**src/fads_pkg.sv**
```systemverilog
`default_nettype none

package fads_pkg;

    // datapath widths
    localparam int ADC_W   = 14;
    localparam int CNT_W   = 32;
    localparam int CLASS_W = 8;

    typedef logic signed [ADC_W-1:0] adc_sample_t;
    typedef logic [CNT_W-1:0]        cnt_t;
    typedef logic [CLASS_W-1:0]      class_t;

    // bit positions in the classification byte, bit 6 unused
    localparam int CLASS_LOW_INT   = 0;
    localparam int CLASS_POS_INT   = 1;
    localparam int CLASS_HIGH_INT  = 2;
    localparam int CLASS_SHORT     = 3;
    localparam int CLASS_POS_WIDTH = 4;
    localparam int CLASS_LONG      = 5;
    localparam int CLASS_POSITIVE  = 7;

    // 125 MHz adc clock gives one tick per microsecond
    localparam int CYCLES_PER_US = 125;
    localparam int PRESC_W       = $clog2(CYCLES_PER_US);

    // register map, low address bits only
    localparam int BUS_ADDR_W = 20;
    typedef logic [BUS_ADDR_W-1:0] bus_addr_t;

    localparam bus_addr_t REG_MIN_INT       = 20'h00000;
    localparam bus_addr_t REG_LOW_INT       = 20'h00004;
    localparam bus_addr_t REG_HIGH_INT      = 20'h00008;
    localparam bus_addr_t REG_MIN_WIDTH     = 20'h00010;
    localparam bus_addr_t REG_LOW_WIDTH     = 20'h00014;
    localparam bus_addr_t REG_HIGH_WIDTH    = 20'h00018;
    localparam bus_addr_t REG_SORT_CTRL     = 20'h00020;
    localparam bus_addr_t REG_SORT_DELAY    = 20'h00024;
    localparam bus_addr_t REG_SORT_DURATION = 20'h00028;
    localparam bus_addr_t REG_CNT_LOW_INT   = 20'h00100;
    localparam bus_addr_t REG_CNT_HIGH_INT  = 20'h00104;
    localparam bus_addr_t REG_CNT_SHORT     = 20'h00108;
    localparam bus_addr_t REG_CNT_LONG      = 20'h0010C;
    localparam bus_addr_t REG_CNT_POSITIVE  = 20'h00110;
    localparam bus_addr_t REG_CNT_NEGATIVE  = 20'h00114;
    localparam bus_addr_t REG_DROPLET_ID    = 20'h00200;
    localparam bus_addr_t REG_LAST_INT      = 20'h00204;
    localparam bus_addr_t REG_LAST_WIDTH    = 20'h00208;
    localparam bus_addr_t REG_LAST_CLASS    = 20'h0020C;
    localparam bus_addr_t REG_LAST_TIME     = 20'h00210;

    // reset values of the writable registers
    localparam adc_sample_t DEF_MIN_INT       = -14'sd250;
    localparam adc_sample_t DEF_LOW_INT       = -14'sd240;
    localparam adc_sample_t DEF_HIGH_INT      = 14'sd500;
    localparam cnt_t        DEF_MIN_WIDTH     = 32'd1;
    localparam cnt_t        DEF_LOW_WIDTH     = 32'd4;
    localparam cnt_t        DEF_HIGH_WIDTH    = 32'd64;
    localparam cnt_t        DEF_SORT_DELAY    = 32'd31250;
    localparam cnt_t        DEF_SORT_DURATION = 32'd125000;
    localparam logic        DEF_SORT_EN       = 1'b1;

endpackage

`default_nettype wire

```
**src/fads_us_timer.sv**
```systemverilog
`timescale 1ns/1ns
`default_nettype none

module fads_us_timer import fads_pkg::*; (
    input  wire  adc_clk_i,
    input  wire  fads_reset,
    output cnt_t time_us_o
);

    // cycles within the current microsecond
    logic [PRESC_W-1:0] presc;

    always_ff @(posedge adc_clk_i) begin
        if (fads_reset) begin
            presc     <= '0;
            time_us_o <= '0;
        end else if (presc == PRESC_W'(CYCLES_PER_US - 1)) begin
            presc     <= '0;
            // wraps freely, no saturation
            time_us_o <= time_us_o + cnt_t'(1);
        end else begin
            presc <= presc + PRESC_W'(1);
        end
    end

endmodule

`default_nettype wire

```
**src/fads_droplet_detector.sv**
```systemverilog
`timescale 1ns/1ns
`default_nettype none

module fads_droplet_detector import fads_pkg::*; (
    input  wire         adc_clk_i,
    input  wire         fads_reset,
    input  adc_sample_t adc_i,
    input  wire         signal_stable_i,
    input  adc_sample_t min_int_i,
    input  wire         sort_busy_i,
    output logic        droplet_done_o,
    output adc_sample_t peak_o,
    output cnt_t        width_o
);

    typedef enum logic {
        S_WAIT,
        S_ACQ
    } state_t;

    state_t state;
    logic   above;

    // signed compare against the droplet threshold
    assign above = adc_i >= min_int_i;

    always_ff @(posedge adc_clk_i) begin
        if (fads_reset) begin
            state          <= S_WAIT;
            droplet_done_o <= 1'b0;
            peak_o         <= '0;
            width_o        <= '0;
        end else begin
            droplet_done_o <= 1'b0;
            case (state)
                S_WAIT: begin
                    // no new droplet while a sort runs
                    if (signal_stable_i && above && !sort_busy_i) begin
                        state   <= S_ACQ;
                        peak_o  <= adc_i;
                        width_o <= cnt_t'(1);
                    end
                end
                S_ACQ: begin
                    // unstable samples neither extend nor end the droplet
                    if (signal_stable_i) begin
                        if (above) begin
                            width_o <= width_o + cnt_t'(1);
                            if (adc_i > peak_o) begin
                                peak_o <= adc_i;
                            end
                        end else begin
                            // peak and width stay put through the done pulse
                            state          <= S_WAIT;
                            droplet_done_o <= 1'b1;
                        end
                    end
                end
                default: begin
                    state <= S_WAIT;
                end
            endcase
        end
    end

endmodule

`default_nettype wire

```
**src/fads_droplet_eval.sv**
```systemverilog
`timescale 1ns/1ns
`default_nettype none

module fads_droplet_eval import fads_pkg::*; (
    input  wire         adc_clk_i,
    input  wire         fads_reset,
    input  wire         droplet_done_i,
    input  adc_sample_t peak_i,
    input  cnt_t        width_i,
    input  adc_sample_t min_int_i,
    input  adc_sample_t low_int_i,
    input  adc_sample_t high_int_i,
    input  cnt_t        min_width_i,
    input  cnt_t        low_width_i,
    input  cnt_t        high_width_i,
    input  wire         sort_en_i,
    input  cnt_t        time_us_i,
    output logic        sort_start_o,
    output cnt_t        cnt_low_int_o,
    output cnt_t        cnt_high_int_o,
    output cnt_t        cnt_short_o,
    output cnt_t        cnt_long_o,
    output cnt_t        cnt_positive_o,
    output cnt_t        cnt_negative_o,
    output cnt_t        droplet_id_o,
    output adc_sample_t last_int_o,
    output cnt_t        last_width_o,
    output class_t      last_class_o,
    output cnt_t        last_time_o
);

    logic   accept;
    logic   int_low, int_pos, int_high;
    logic   wid_short, wid_pos, wid_long;
    logic   positive;
    class_t cls;

    // droplets narrower than min_width are dropped
    // min_int already gates the detector
    assign accept = width_i >= min_width_i;

    // intensity class by signed compares
    assign int_low  = peak_i < low_int_i;
    assign int_pos  = (peak_i >= low_int_i) && (peak_i < high_int_i);
    assign int_high = peak_i >= high_int_i;

    // width class
    assign wid_short = width_i < low_width_i;
    assign wid_pos   = (width_i >= low_width_i) && (width_i < high_width_i);
    assign wid_long  = width_i >= high_width_i;

    assign positive = int_pos && wid_pos;

    always_comb begin
        cls                  = '0;
        cls[CLASS_LOW_INT]   = int_low;
        cls[CLASS_POS_INT]   = int_pos;
        cls[CLASS_HIGH_INT]  = int_high;
        cls[CLASS_SHORT]     = wid_short;
        cls[CLASS_POS_WIDTH] = wid_pos;
        cls[CLASS_LONG]      = wid_long;
        cls[CLASS_POSITIVE]  = positive;
    end

    always_ff @(posedge adc_clk_i) begin
        if (fads_reset) begin
            sort_start_o   <= 1'b0;
            cnt_low_int_o  <= '0;
            cnt_high_int_o <= '0;
            cnt_short_o    <= '0;
            cnt_long_o     <= '0;
            cnt_positive_o <= '0;
            cnt_negative_o <= '0;
            droplet_id_o   <= '0;
            last_int_o     <= '0;
            last_width_o   <= '0;
            last_class_o   <= '0;
            last_time_o    <= '0;
        end else begin
            sort_start_o <= 1'b0;
            if (droplet_done_i && accept) begin
                droplet_id_o <= droplet_id_o + cnt_t'(1);
                // record of the last accepted droplet
                last_int_o   <= peak_i;
                last_width_o <= width_i;
                last_class_o <= cls;
                last_time_o  <= time_us_i;
                cnt_low_int_o  <= cnt_low_int_o + cnt_t'(int_low);
                cnt_high_int_o <= cnt_high_int_o + cnt_t'(int_high);
                cnt_short_o    <= cnt_short_o + cnt_t'(wid_short);
                cnt_long_o     <= cnt_long_o + cnt_t'(wid_long);
                cnt_positive_o <= cnt_positive_o + cnt_t'(positive);
                cnt_negative_o <= cnt_negative_o + cnt_t'(!positive);
                // one cycle after done
                sort_start_o <= positive && sort_en_i;
            end
        end
    end

endmodule

`default_nettype wire

```
**src/fads_sort_sequencer.sv**
```systemverilog
`timescale 1ns/1ns
`default_nettype none

module fads_sort_sequencer import fads_pkg::*; (
    input  wire  adc_clk_i,
    input  wire  fads_reset,
    input  wire  sort_start_i,
    input  cnt_t sort_delay_i,
    input  cnt_t sort_duration_i,
    output logic sort_busy_o,
    output logic sort_trig_o
);

    typedef enum logic [1:0] {
        S_IDLE,
        S_DELAY,
        S_TRIG
    } state_t;

    state_t state;
    // cycles spent in the current phase
    cnt_t   cnt;

    always_ff @(posedge adc_clk_i) begin
        if (fads_reset) begin
            state <= S_IDLE;
            cnt   <= '0;
        end else begin
            case (state)
                S_IDLE: begin
                    cnt <= '0;
                    // zero delay goes straight to the trigger
                    if (sort_start_i) begin
                        if (sort_delay_i != '0) begin
                            state <= S_DELAY;
                        end else if (sort_duration_i != '0) begin
                            state <= S_TRIG;
                        end
                    end
                end
                S_DELAY: begin
                    if (cnt == sort_delay_i - cnt_t'(1)) begin
                        cnt   <= '0;
                        state <= (sort_duration_i != '0) ? S_TRIG : S_IDLE;
                    end else begin
                        cnt <= cnt + cnt_t'(1);
                    end
                end
                S_TRIG: begin
                    if (cnt == sort_duration_i - cnt_t'(1)) begin
                        cnt   <= '0;
                        state <= S_IDLE;
                    end else begin
                        cnt <= cnt + cnt_t'(1);
                    end
                end
                default: begin
                    state <= S_IDLE;
                end
            endcase
        end
    end

    // trigger high for exactly the trigger phase
    assign sort_trig_o = state == S_TRIG;
    assign sort_busy_o = state != S_IDLE;

endmodule

`default_nettype wire

```
**src/fads_regs.sv**
```systemverilog
`timescale 1ns/1ns
`default_nettype none

module fads_regs import fads_pkg::*; (
    input  wire         adc_clk_i,
    input  wire         fads_reset,
    input  wire  [31:0] sys_addr_i,
    input  wire  [31:0] sys_wdata_i,
    input  wire         sys_wen_i,
    input  wire         sys_ren_i,
    input  cnt_t        cnt_low_int_i,
    input  cnt_t        cnt_high_int_i,
    input  cnt_t        cnt_short_i,
    input  cnt_t        cnt_long_i,
    input  cnt_t        cnt_positive_i,
    input  cnt_t        cnt_negative_i,
    input  cnt_t        droplet_id_i,
    input  adc_sample_t last_int_i,
    input  cnt_t        last_width_i,
    input  class_t      last_class_i,
    input  cnt_t        last_time_i,
    output logic [31:0] sys_rdata_o,
    output logic        sys_ack_o,
    output adc_sample_t min_int_o,
    output adc_sample_t low_int_o,
    output adc_sample_t high_int_o,
    output cnt_t        min_width_o,
    output cnt_t        low_width_o,
    output cnt_t        high_width_o,
    output logic        sort_en_o,
    output cnt_t        sort_delay_o,
    output cnt_t        sort_duration_o
);

    bus_addr_t   addr;
    logic [31:0] rdata;

    // intensity values read back sign-extended
    function automatic logic [31:0] sext(input adc_sample_t v);
        return {{(32 - ADC_W){v[ADC_W-1]}}, v};
    endfunction

    // only the low address bits are decoded
    assign addr = sys_addr_i[BUS_ADDR_W-1:0];

    // write decode, read-only offsets fall through
    always_ff @(posedge adc_clk_i) begin
        if (fads_reset) begin
            min_int_o       <= DEF_MIN_INT;
            low_int_o       <= DEF_LOW_INT;
            high_int_o      <= DEF_HIGH_INT;
            min_width_o     <= DEF_MIN_WIDTH;
            low_width_o     <= DEF_LOW_WIDTH;
            high_width_o    <= DEF_HIGH_WIDTH;
            sort_en_o       <= DEF_SORT_EN;
            sort_delay_o    <= DEF_SORT_DELAY;
            sort_duration_o <= DEF_SORT_DURATION;
        end else if (sys_wen_i) begin
            case (addr)
                REG_MIN_INT:       min_int_o       <= sys_wdata_i[ADC_W-1:0];
                REG_LOW_INT:       low_int_o       <= sys_wdata_i[ADC_W-1:0];
                REG_HIGH_INT:      high_int_o      <= sys_wdata_i[ADC_W-1:0];
                REG_MIN_WIDTH:     min_width_o     <= sys_wdata_i;
                REG_LOW_WIDTH:     low_width_o     <= sys_wdata_i;
                REG_HIGH_WIDTH:    high_width_o    <= sys_wdata_i;
                REG_SORT_CTRL:     sort_en_o       <= sys_wdata_i[0];
                REG_SORT_DELAY:    sort_delay_o    <= sys_wdata_i;
                REG_SORT_DURATION: sort_duration_o <= sys_wdata_i;
                default: ;
            endcase
        end
    end

    // read mux, unmapped offsets give zero
    always_comb begin
        case (addr)
            REG_MIN_INT:       rdata = sext(min_int_o);
            REG_LOW_INT:       rdata = sext(low_int_o);
            REG_HIGH_INT:      rdata = sext(high_int_o);
            REG_MIN_WIDTH:     rdata = min_width_o;
            REG_LOW_WIDTH:     rdata = low_width_o;
            REG_HIGH_WIDTH:    rdata = high_width_o;
            REG_SORT_CTRL:     rdata = {31'd0, sort_en_o};
            REG_SORT_DELAY:    rdata = sort_delay_o;
            REG_SORT_DURATION: rdata = sort_duration_o;
            REG_CNT_LOW_INT:   rdata = cnt_low_int_i;
            REG_CNT_HIGH_INT:  rdata = cnt_high_int_i;
            REG_CNT_SHORT:     rdata = cnt_short_i;
            REG_CNT_LONG:      rdata = cnt_long_i;
            REG_CNT_POSITIVE:  rdata = cnt_positive_i;
            REG_CNT_NEGATIVE:  rdata = cnt_negative_i;
            REG_DROPLET_ID:    rdata = droplet_id_i;
            REG_LAST_INT:      rdata = sext(last_int_i);
            REG_LAST_WIDTH:    rdata = last_width_i;
            REG_LAST_CLASS:    rdata = {{(32 - CLASS_W){1'b0}}, last_class_i};
            REG_LAST_TIME:     rdata = last_time_i;
            default:           rdata = '0;
        endcase
    end

    // ack one cycle after any access, data valid with it
    always_ff @(posedge adc_clk_i) begin
        if (fads_reset) begin
            sys_ack_o   <= 1'b0;
            sys_rdata_o <= '0;
        end else begin
            sys_ack_o <= sys_wen_i || sys_ren_i;
            if (sys_ren_i) begin
                sys_rdata_o <= rdata;
            end
        end
    end

endmodule

`default_nettype wire

```
**src/fads_top.sv**
```systemverilog
`timescale 1ns/1ns
`default_nettype none

module fads_top import fads_pkg::*; (
    input  wire         adc_clk_i,
    input  wire         fads_reset,
    input  adc_sample_t adc_a_i,
    input  wire         signal_stable_i,
    input  wire  [31:0] sys_addr_i,
    input  wire  [31:0] sys_wdata_i,
    input  wire         sys_wen_i,
    input  wire         sys_ren_i,
    output logic        sort_trig_o,
    output logic [31:0] sys_rdata_o,
    output logic        sys_ack_o
);

    // settings from the register bank
    adc_sample_t min_int, low_int, high_int;
    cnt_t        min_width, low_width, high_width;
    logic        sort_en;
    cnt_t        sort_delay, sort_duration;

    // detector to eval
    logic        droplet_done;
    adc_sample_t peak;
    cnt_t        width;

    // statistics and last record
    cnt_t        cnt_low_int, cnt_high_int, cnt_short, cnt_long;
    cnt_t        cnt_positive, cnt_negative, droplet_id;
    adc_sample_t last_int;
    cnt_t        last_width, last_time;
    class_t      last_class;

    cnt_t        time_us;
    logic        sort_start, sort_busy;

    fads_us_timer timer_i (
        .adc_clk_i, .fads_reset, .time_us_o(time_us)
    );

    fads_droplet_detector det_i (
        .adc_clk_i, .fads_reset, .adc_i(adc_a_i), .signal_stable_i,
        .min_int_i(min_int), .sort_busy_i(sort_busy),
        .droplet_done_o(droplet_done), .peak_o(peak), .width_o(width)
    );

    fads_droplet_eval eval_i (
        .adc_clk_i, .fads_reset, .droplet_done_i(droplet_done), .peak_i(peak),
        .width_i(width), .min_int_i(min_int), .low_int_i(low_int),
        .high_int_i(high_int), .min_width_i(min_width), .low_width_i(low_width),
        .high_width_i(high_width), .sort_en_i(sort_en), .time_us_i(time_us),
        .sort_start_o(sort_start), .cnt_low_int_o(cnt_low_int),
        .cnt_high_int_o(cnt_high_int), .cnt_short_o(cnt_short),
        .cnt_long_o(cnt_long), .cnt_positive_o(cnt_positive),
        .cnt_negative_o(cnt_negative), .droplet_id_o(droplet_id),
        .last_int_o(last_int), .last_width_o(last_width),
        .last_class_o(last_class), .last_time_o(last_time)
    );

    fads_sort_sequencer seq_i (
        .adc_clk_i, .fads_reset, .sort_start_i(sort_start),
        .sort_delay_i(sort_delay), .sort_duration_i(sort_duration),
        .sort_busy_o(sort_busy), .sort_trig_o
    );

    fads_regs regs_i (
        .adc_clk_i, .fads_reset, .sys_addr_i, .sys_wdata_i, .sys_wen_i, .sys_ren_i,
        .cnt_low_int_i(cnt_low_int), .cnt_high_int_i(cnt_high_int),
        .cnt_short_i(cnt_short), .cnt_long_i(cnt_long),
        .cnt_positive_i(cnt_positive), .cnt_negative_i(cnt_negative),
        .droplet_id_i(droplet_id), .last_int_i(last_int),
        .last_width_i(last_width), .last_class_i(last_class),
        .last_time_i(last_time), .sys_rdata_o, .sys_ack_o,
        .min_int_o(min_int), .low_int_o(low_int), .high_int_o(high_int),
        .min_width_o(min_width), .low_width_o(low_width),
        .high_width_o(high_width), .sort_en_o(sort_en),
        .sort_delay_o(sort_delay), .sort_duration_o(sort_duration)
    );

endmodule

`default_nettype wire

```
**config.mk**
```make
export PLATFORM = sky130hd
export DESIGN_NAME = fads_top
export DESIGN_NICKNAME = d
export VERILOG_FILES = /design/src/fads_pkg.sv /design/src/fads_us_timer.sv /design/src/fads_droplet_detector.sv /design/src/fads_droplet_eval.sv /design/src/fads_sort_sequencer.sv /design/src/fads_regs.sv /design/src/fads_top.sv
export SDC_FILE = /design/constraint.sdc
export NUM_CORES = 2
export LEC_CHECK = 0
export BUFFER_PORTS_ARGS = -buffer_cell sky130_fd_sc_hd__buf_2
export CORE_MARGIN = 8
export CORE_UTILIZATION = 60
export DETAILED_ROUTE_END_ITERATION = 10
export GPL_TIMING_DRIVEN = 0
export PLACE_DENSITY = 0.77
export REMOVE_ABC_BUFFERS = 1
export SETUP_SLACK_MARGIN = 0.05
export SLEW_MARGIN = 20
export SYNTH_ARGS = -nofsm -noshare
export SYNTH_HDL_FRONTEND = slang
export SYNTH_SLANG_ARGS = --single-unit
export TNS_END_PERCENT = 20
```
**constraint.sdc**
```tcl
create_clock -name adc_clk_i -period 5.7 [get_ports adc_clk_i]
set_clock_uncertainty 0.2 [all_clocks]
set_input_delay 1.14 -clock adc_clk_i [delete_from_list [all_inputs] [get_ports adc_clk_i]]
set_output_delay 1.14 -clock adc_clk_i [all_outputs]
set_load 0.005 [all_outputs]
```
==> flow_summary.yaml <==
worst_setup_path:
  r2r_start: "det_i.width_o[29]"
  critical-path-max-stage-delay_ps: 580
  critPathSlowestCell: "nor4_1"
  cp.arrival_ps: 5820
  crit_top_cell: "ha_1"
  cp-start-kind: "register"
  timing.rr.end: "eval_i.cnt_negative_o[28]"
  worst-endpoint-required_ps: 6030
  crit_chain: "ha_1 > nand4_1 > or2_2 > nor4_1 > a21boi_0 > nor3_1 > o21ai_0 > or4_1 > ha_1 > ha_1 > and2_1 > o21ai_0 > or3_1 > a21oi_1"
  r2r_cells: 14
  crit_path_end_kind: "register"
  path_class: "register to register"
  r2r_setup_slack_ps: 210
  cp_max_fo: 7
routing:
  vias_per_cell: 6.56
  drt_iter0_markers: 4578
  wl_per_cell_um: 23.2
  firstDrtPassIters: 8
  num_vias: 35200
  drt_wl_total_mm: 124
  ant_nets: 0
  drc: 0
finish:
  drive_above_1_share_pct: 8.18
  fillers: 4941
  nets: 4773
  finish.utilization_pct: 67.4
  area_growth_pct: 11.6
cts:
  cts_sinks: 667
  cts_resized: 0
  cts_root_buf: "clkbuf_16"
  post_cts_buffers: 0
  ctsHoldBuffers: 0
  clk-insertion-delay-late_ps: 610
  htree_num_levels: 3
  cts_max_path_buffers: 3
  cts_tree: "built"
  clk_pin_slew_ps: 60
  cts_buffers: 73
sta:
  setup_viol: 0
  clock.fmax_mhz: 182
  period_share_pct: 96.3
  fin_crit_ps: 5490
  drv_slew: 0
  final.setup.tns_ps: 0
  hold_viol: 0
  rsz0062_at_grt: "no"
  slew_headroom_pct: 25.1
  tightest_slew_ps: 1120
  fin_ws_ps: 210
status:
  status: "finished, final reports clean"
die:
  die_w_um: 262
  rows: 90
  dieArea_um2: 68600
  core_area_um2: 60000
  io_pins: 117
  start_util_pct: 60.4
  die_h_um: 262
pwr:
  p_leak_uw: 0.0148
  power.total_uw: 10100
  vdd_drop_max_mv: 0.193
  power_density_nw_per_um2: 250
synthesis:
  synth.distinct_cells: 83
  yosys.area.top_type_share_pct: 36.8
  synth_edf_count: 0
  ys_seq_area_share_pct: 36.8
  synth-seq-cells: 667
  syn_area_per_cell_um2: 7.94
  synth_top_area_cell: "dfxtp_1"
  ys.flop_type: "dfxtp_1"
  async_flop_share_pct: 0
  synth_area_leaders: "dfxtp_1, nand2_1, a21oi_1"
  synthCells: 4569
  ys_warn_count: 0
  syn_area_um2: 36300
global_routing:
  antenna_found_initial: 5
  grt_pass1_wl_mm: 189
  grt.overflow.total: 0
  grt_max_degree: 126
  grtUsageTotal_pct: 35.4
  grt_pass1_vias: 32800
placement:
  dp_hpwl_mm: 91.6
  gp_congestion: 0.969
  place_ws_ps: 301
  portBuffers: 104
worst_hold_path:
  min_from: "eval_i.last_time_o[24]"
  min_to: "eval_i.last_time_o[24]"
  holdCritPathClass: "register to register"
  min_delay_path_depth: 2
run:
  drv_cap: 0
## worst max-delay path: cells and delay by family, from the launching register on
kind,cells,cell delay (ps)
AND/OR/NAND/NOR,7,2510
flip-flops,1,410
AO/OA/AOI/OAI,4,1350
adder cells (fa/ha/maj),3,960
## Yosys cell counts, types with 31 or more instances
master / instances
nand2_1: 711
dfxtp_1: 667
a21oi_1: 462
nor2_1: 298
clkbuf_1: 255
inv_1: 207
xor2_1: 193
ha_1: 176
o21ai_0: 167
nand3_1: 125
nand4_1: 104
o211ai_1: 103
or3_1: 101
a22o_1: 99
a221oi_1: 91
xnor2_1: 84
and3_1: 72
a22oi_1: 55
o2111ai_1: 55
nor3_1: 52
a21o_1: 49
nand2b_1: 48
nor4_1: 41
and4_1: 31
## kinds of logic (layout without fill, tap and decap cells)
| family | after synthesis | in the layout | synth area share (%) |
|---|---|---|---|
| xor+xnor | 277 | 277 | 6.69 |
| other cells | 0 | 6 | 0 |
| mux | 24 | 24 | 0.680 |
| simple gates | 1719 | 1719 | 22.9 |
| buf+inv | 516 | 517 | 5.57 |
| compound gates | 1190 | 1190 | 21.2 |
| fa+ha+maj | 176 | 176 | 6.07 |
| flops | 667 | 667 | 36.8 |
## worst max path at each step
stage,start,endpoint,cells after the start
3_3_place_gp,det_i.width_o[0],eval_i.sort_start_o,11
2_1_floorplan,det_i.width_o[0],eval_i.last_class_o[1],12
4_1_cts,regs_i.high_width_o[31],eval_i.cnt_negative_o[28],16
5_1_grt,det_i.width_o[29],eval_i.cnt_negative_o[28],14
3_5_place_dp,sys_addr_i[13],regs_i.sys_rdata_o[22],15
6_report,det_i.width_o[29],eval_i.cnt_negative_o[28],14
## placed cells by master (no fill, tap or decap), types with 12 or more instances in the layout
cell and instances:
a21o_1 49, a21oi_1 462, a221oi_1 91, a222oi_1 15
a22o_1 99, a22oi_1 55, a31oi_1 13, and2_1 25
and3_1 72, and4_1 31, buf_12 12, buf_16 24
buf_2 117, buf_4 21, clkbuf_1 14, clkbuf_16 77
clkbuf_8 14, clkinv_2 15, dfxtp_1 667, ha_1 176
inv_1 207, mux2i_1 19, nand2_1 705, nand2b_1 48
nand3_1 125, nand4_1 104, nor2_1 287, nor2b_1 28
nor3_1 48, nor4_1 36, o2111ai_1 52, o211ai_1 103
o21a_1 12, o21ai_0 167, o21ai_1 12, or3_1 101
or4_1 16, xnor2_1 84, xor2_1 193
## per-layer routing
layer | vias up | global-route usage, % | part of all wire, %
met3 | 395 | 10.1 | 13
met2 | 2000 | 52.7 | 42
li1 | 16200 | - | -
met1 | 16600 | 46.5 | 39
met4 | 0 | 17.8 | 5.1
met5 | - | 0 | 0
## stage by stage
| step | instances | hold WS (ps) | area, um2 |
|---|---|---|---|
| finish | 5358 | 249 | 40500 |
| CTS | 5351 | 252 | 40400 |
| global placement | 5147 | 238 | 36500 |
| floorplan | 4261 | 225 | 35000 |
| detailed placement | 5220 | 246 | 37900 |
| global route | 5354 | 262 | 40500 |
## report_power, final
| part | total [uW] | internal [uW] | leakage, uW | switching [uW] |
|---|---|---|---|---|
| clock network | 5030 | 3010 | 0.00125 | 2010 |
| registers | 4700 | 4680 | 0.00537 | 26.6 |
| logic | 395 | 120 | 0.00823 | 274 |
## layout make-up
class                   instances  area (um2)  area share [%]
multi-input cells            3386       21100            52.2
flip-flops and latches        667       13400            33.0
clock buffers                 105        2170            5.37
repair buffers                178        1700            4.19
well taps                     782         978            2.42
inverters                     208         782            1.93
clock inverters                26         344           0.850
diodes                          6        15.0          0.0371
Power figures use the tool's default switching activity.
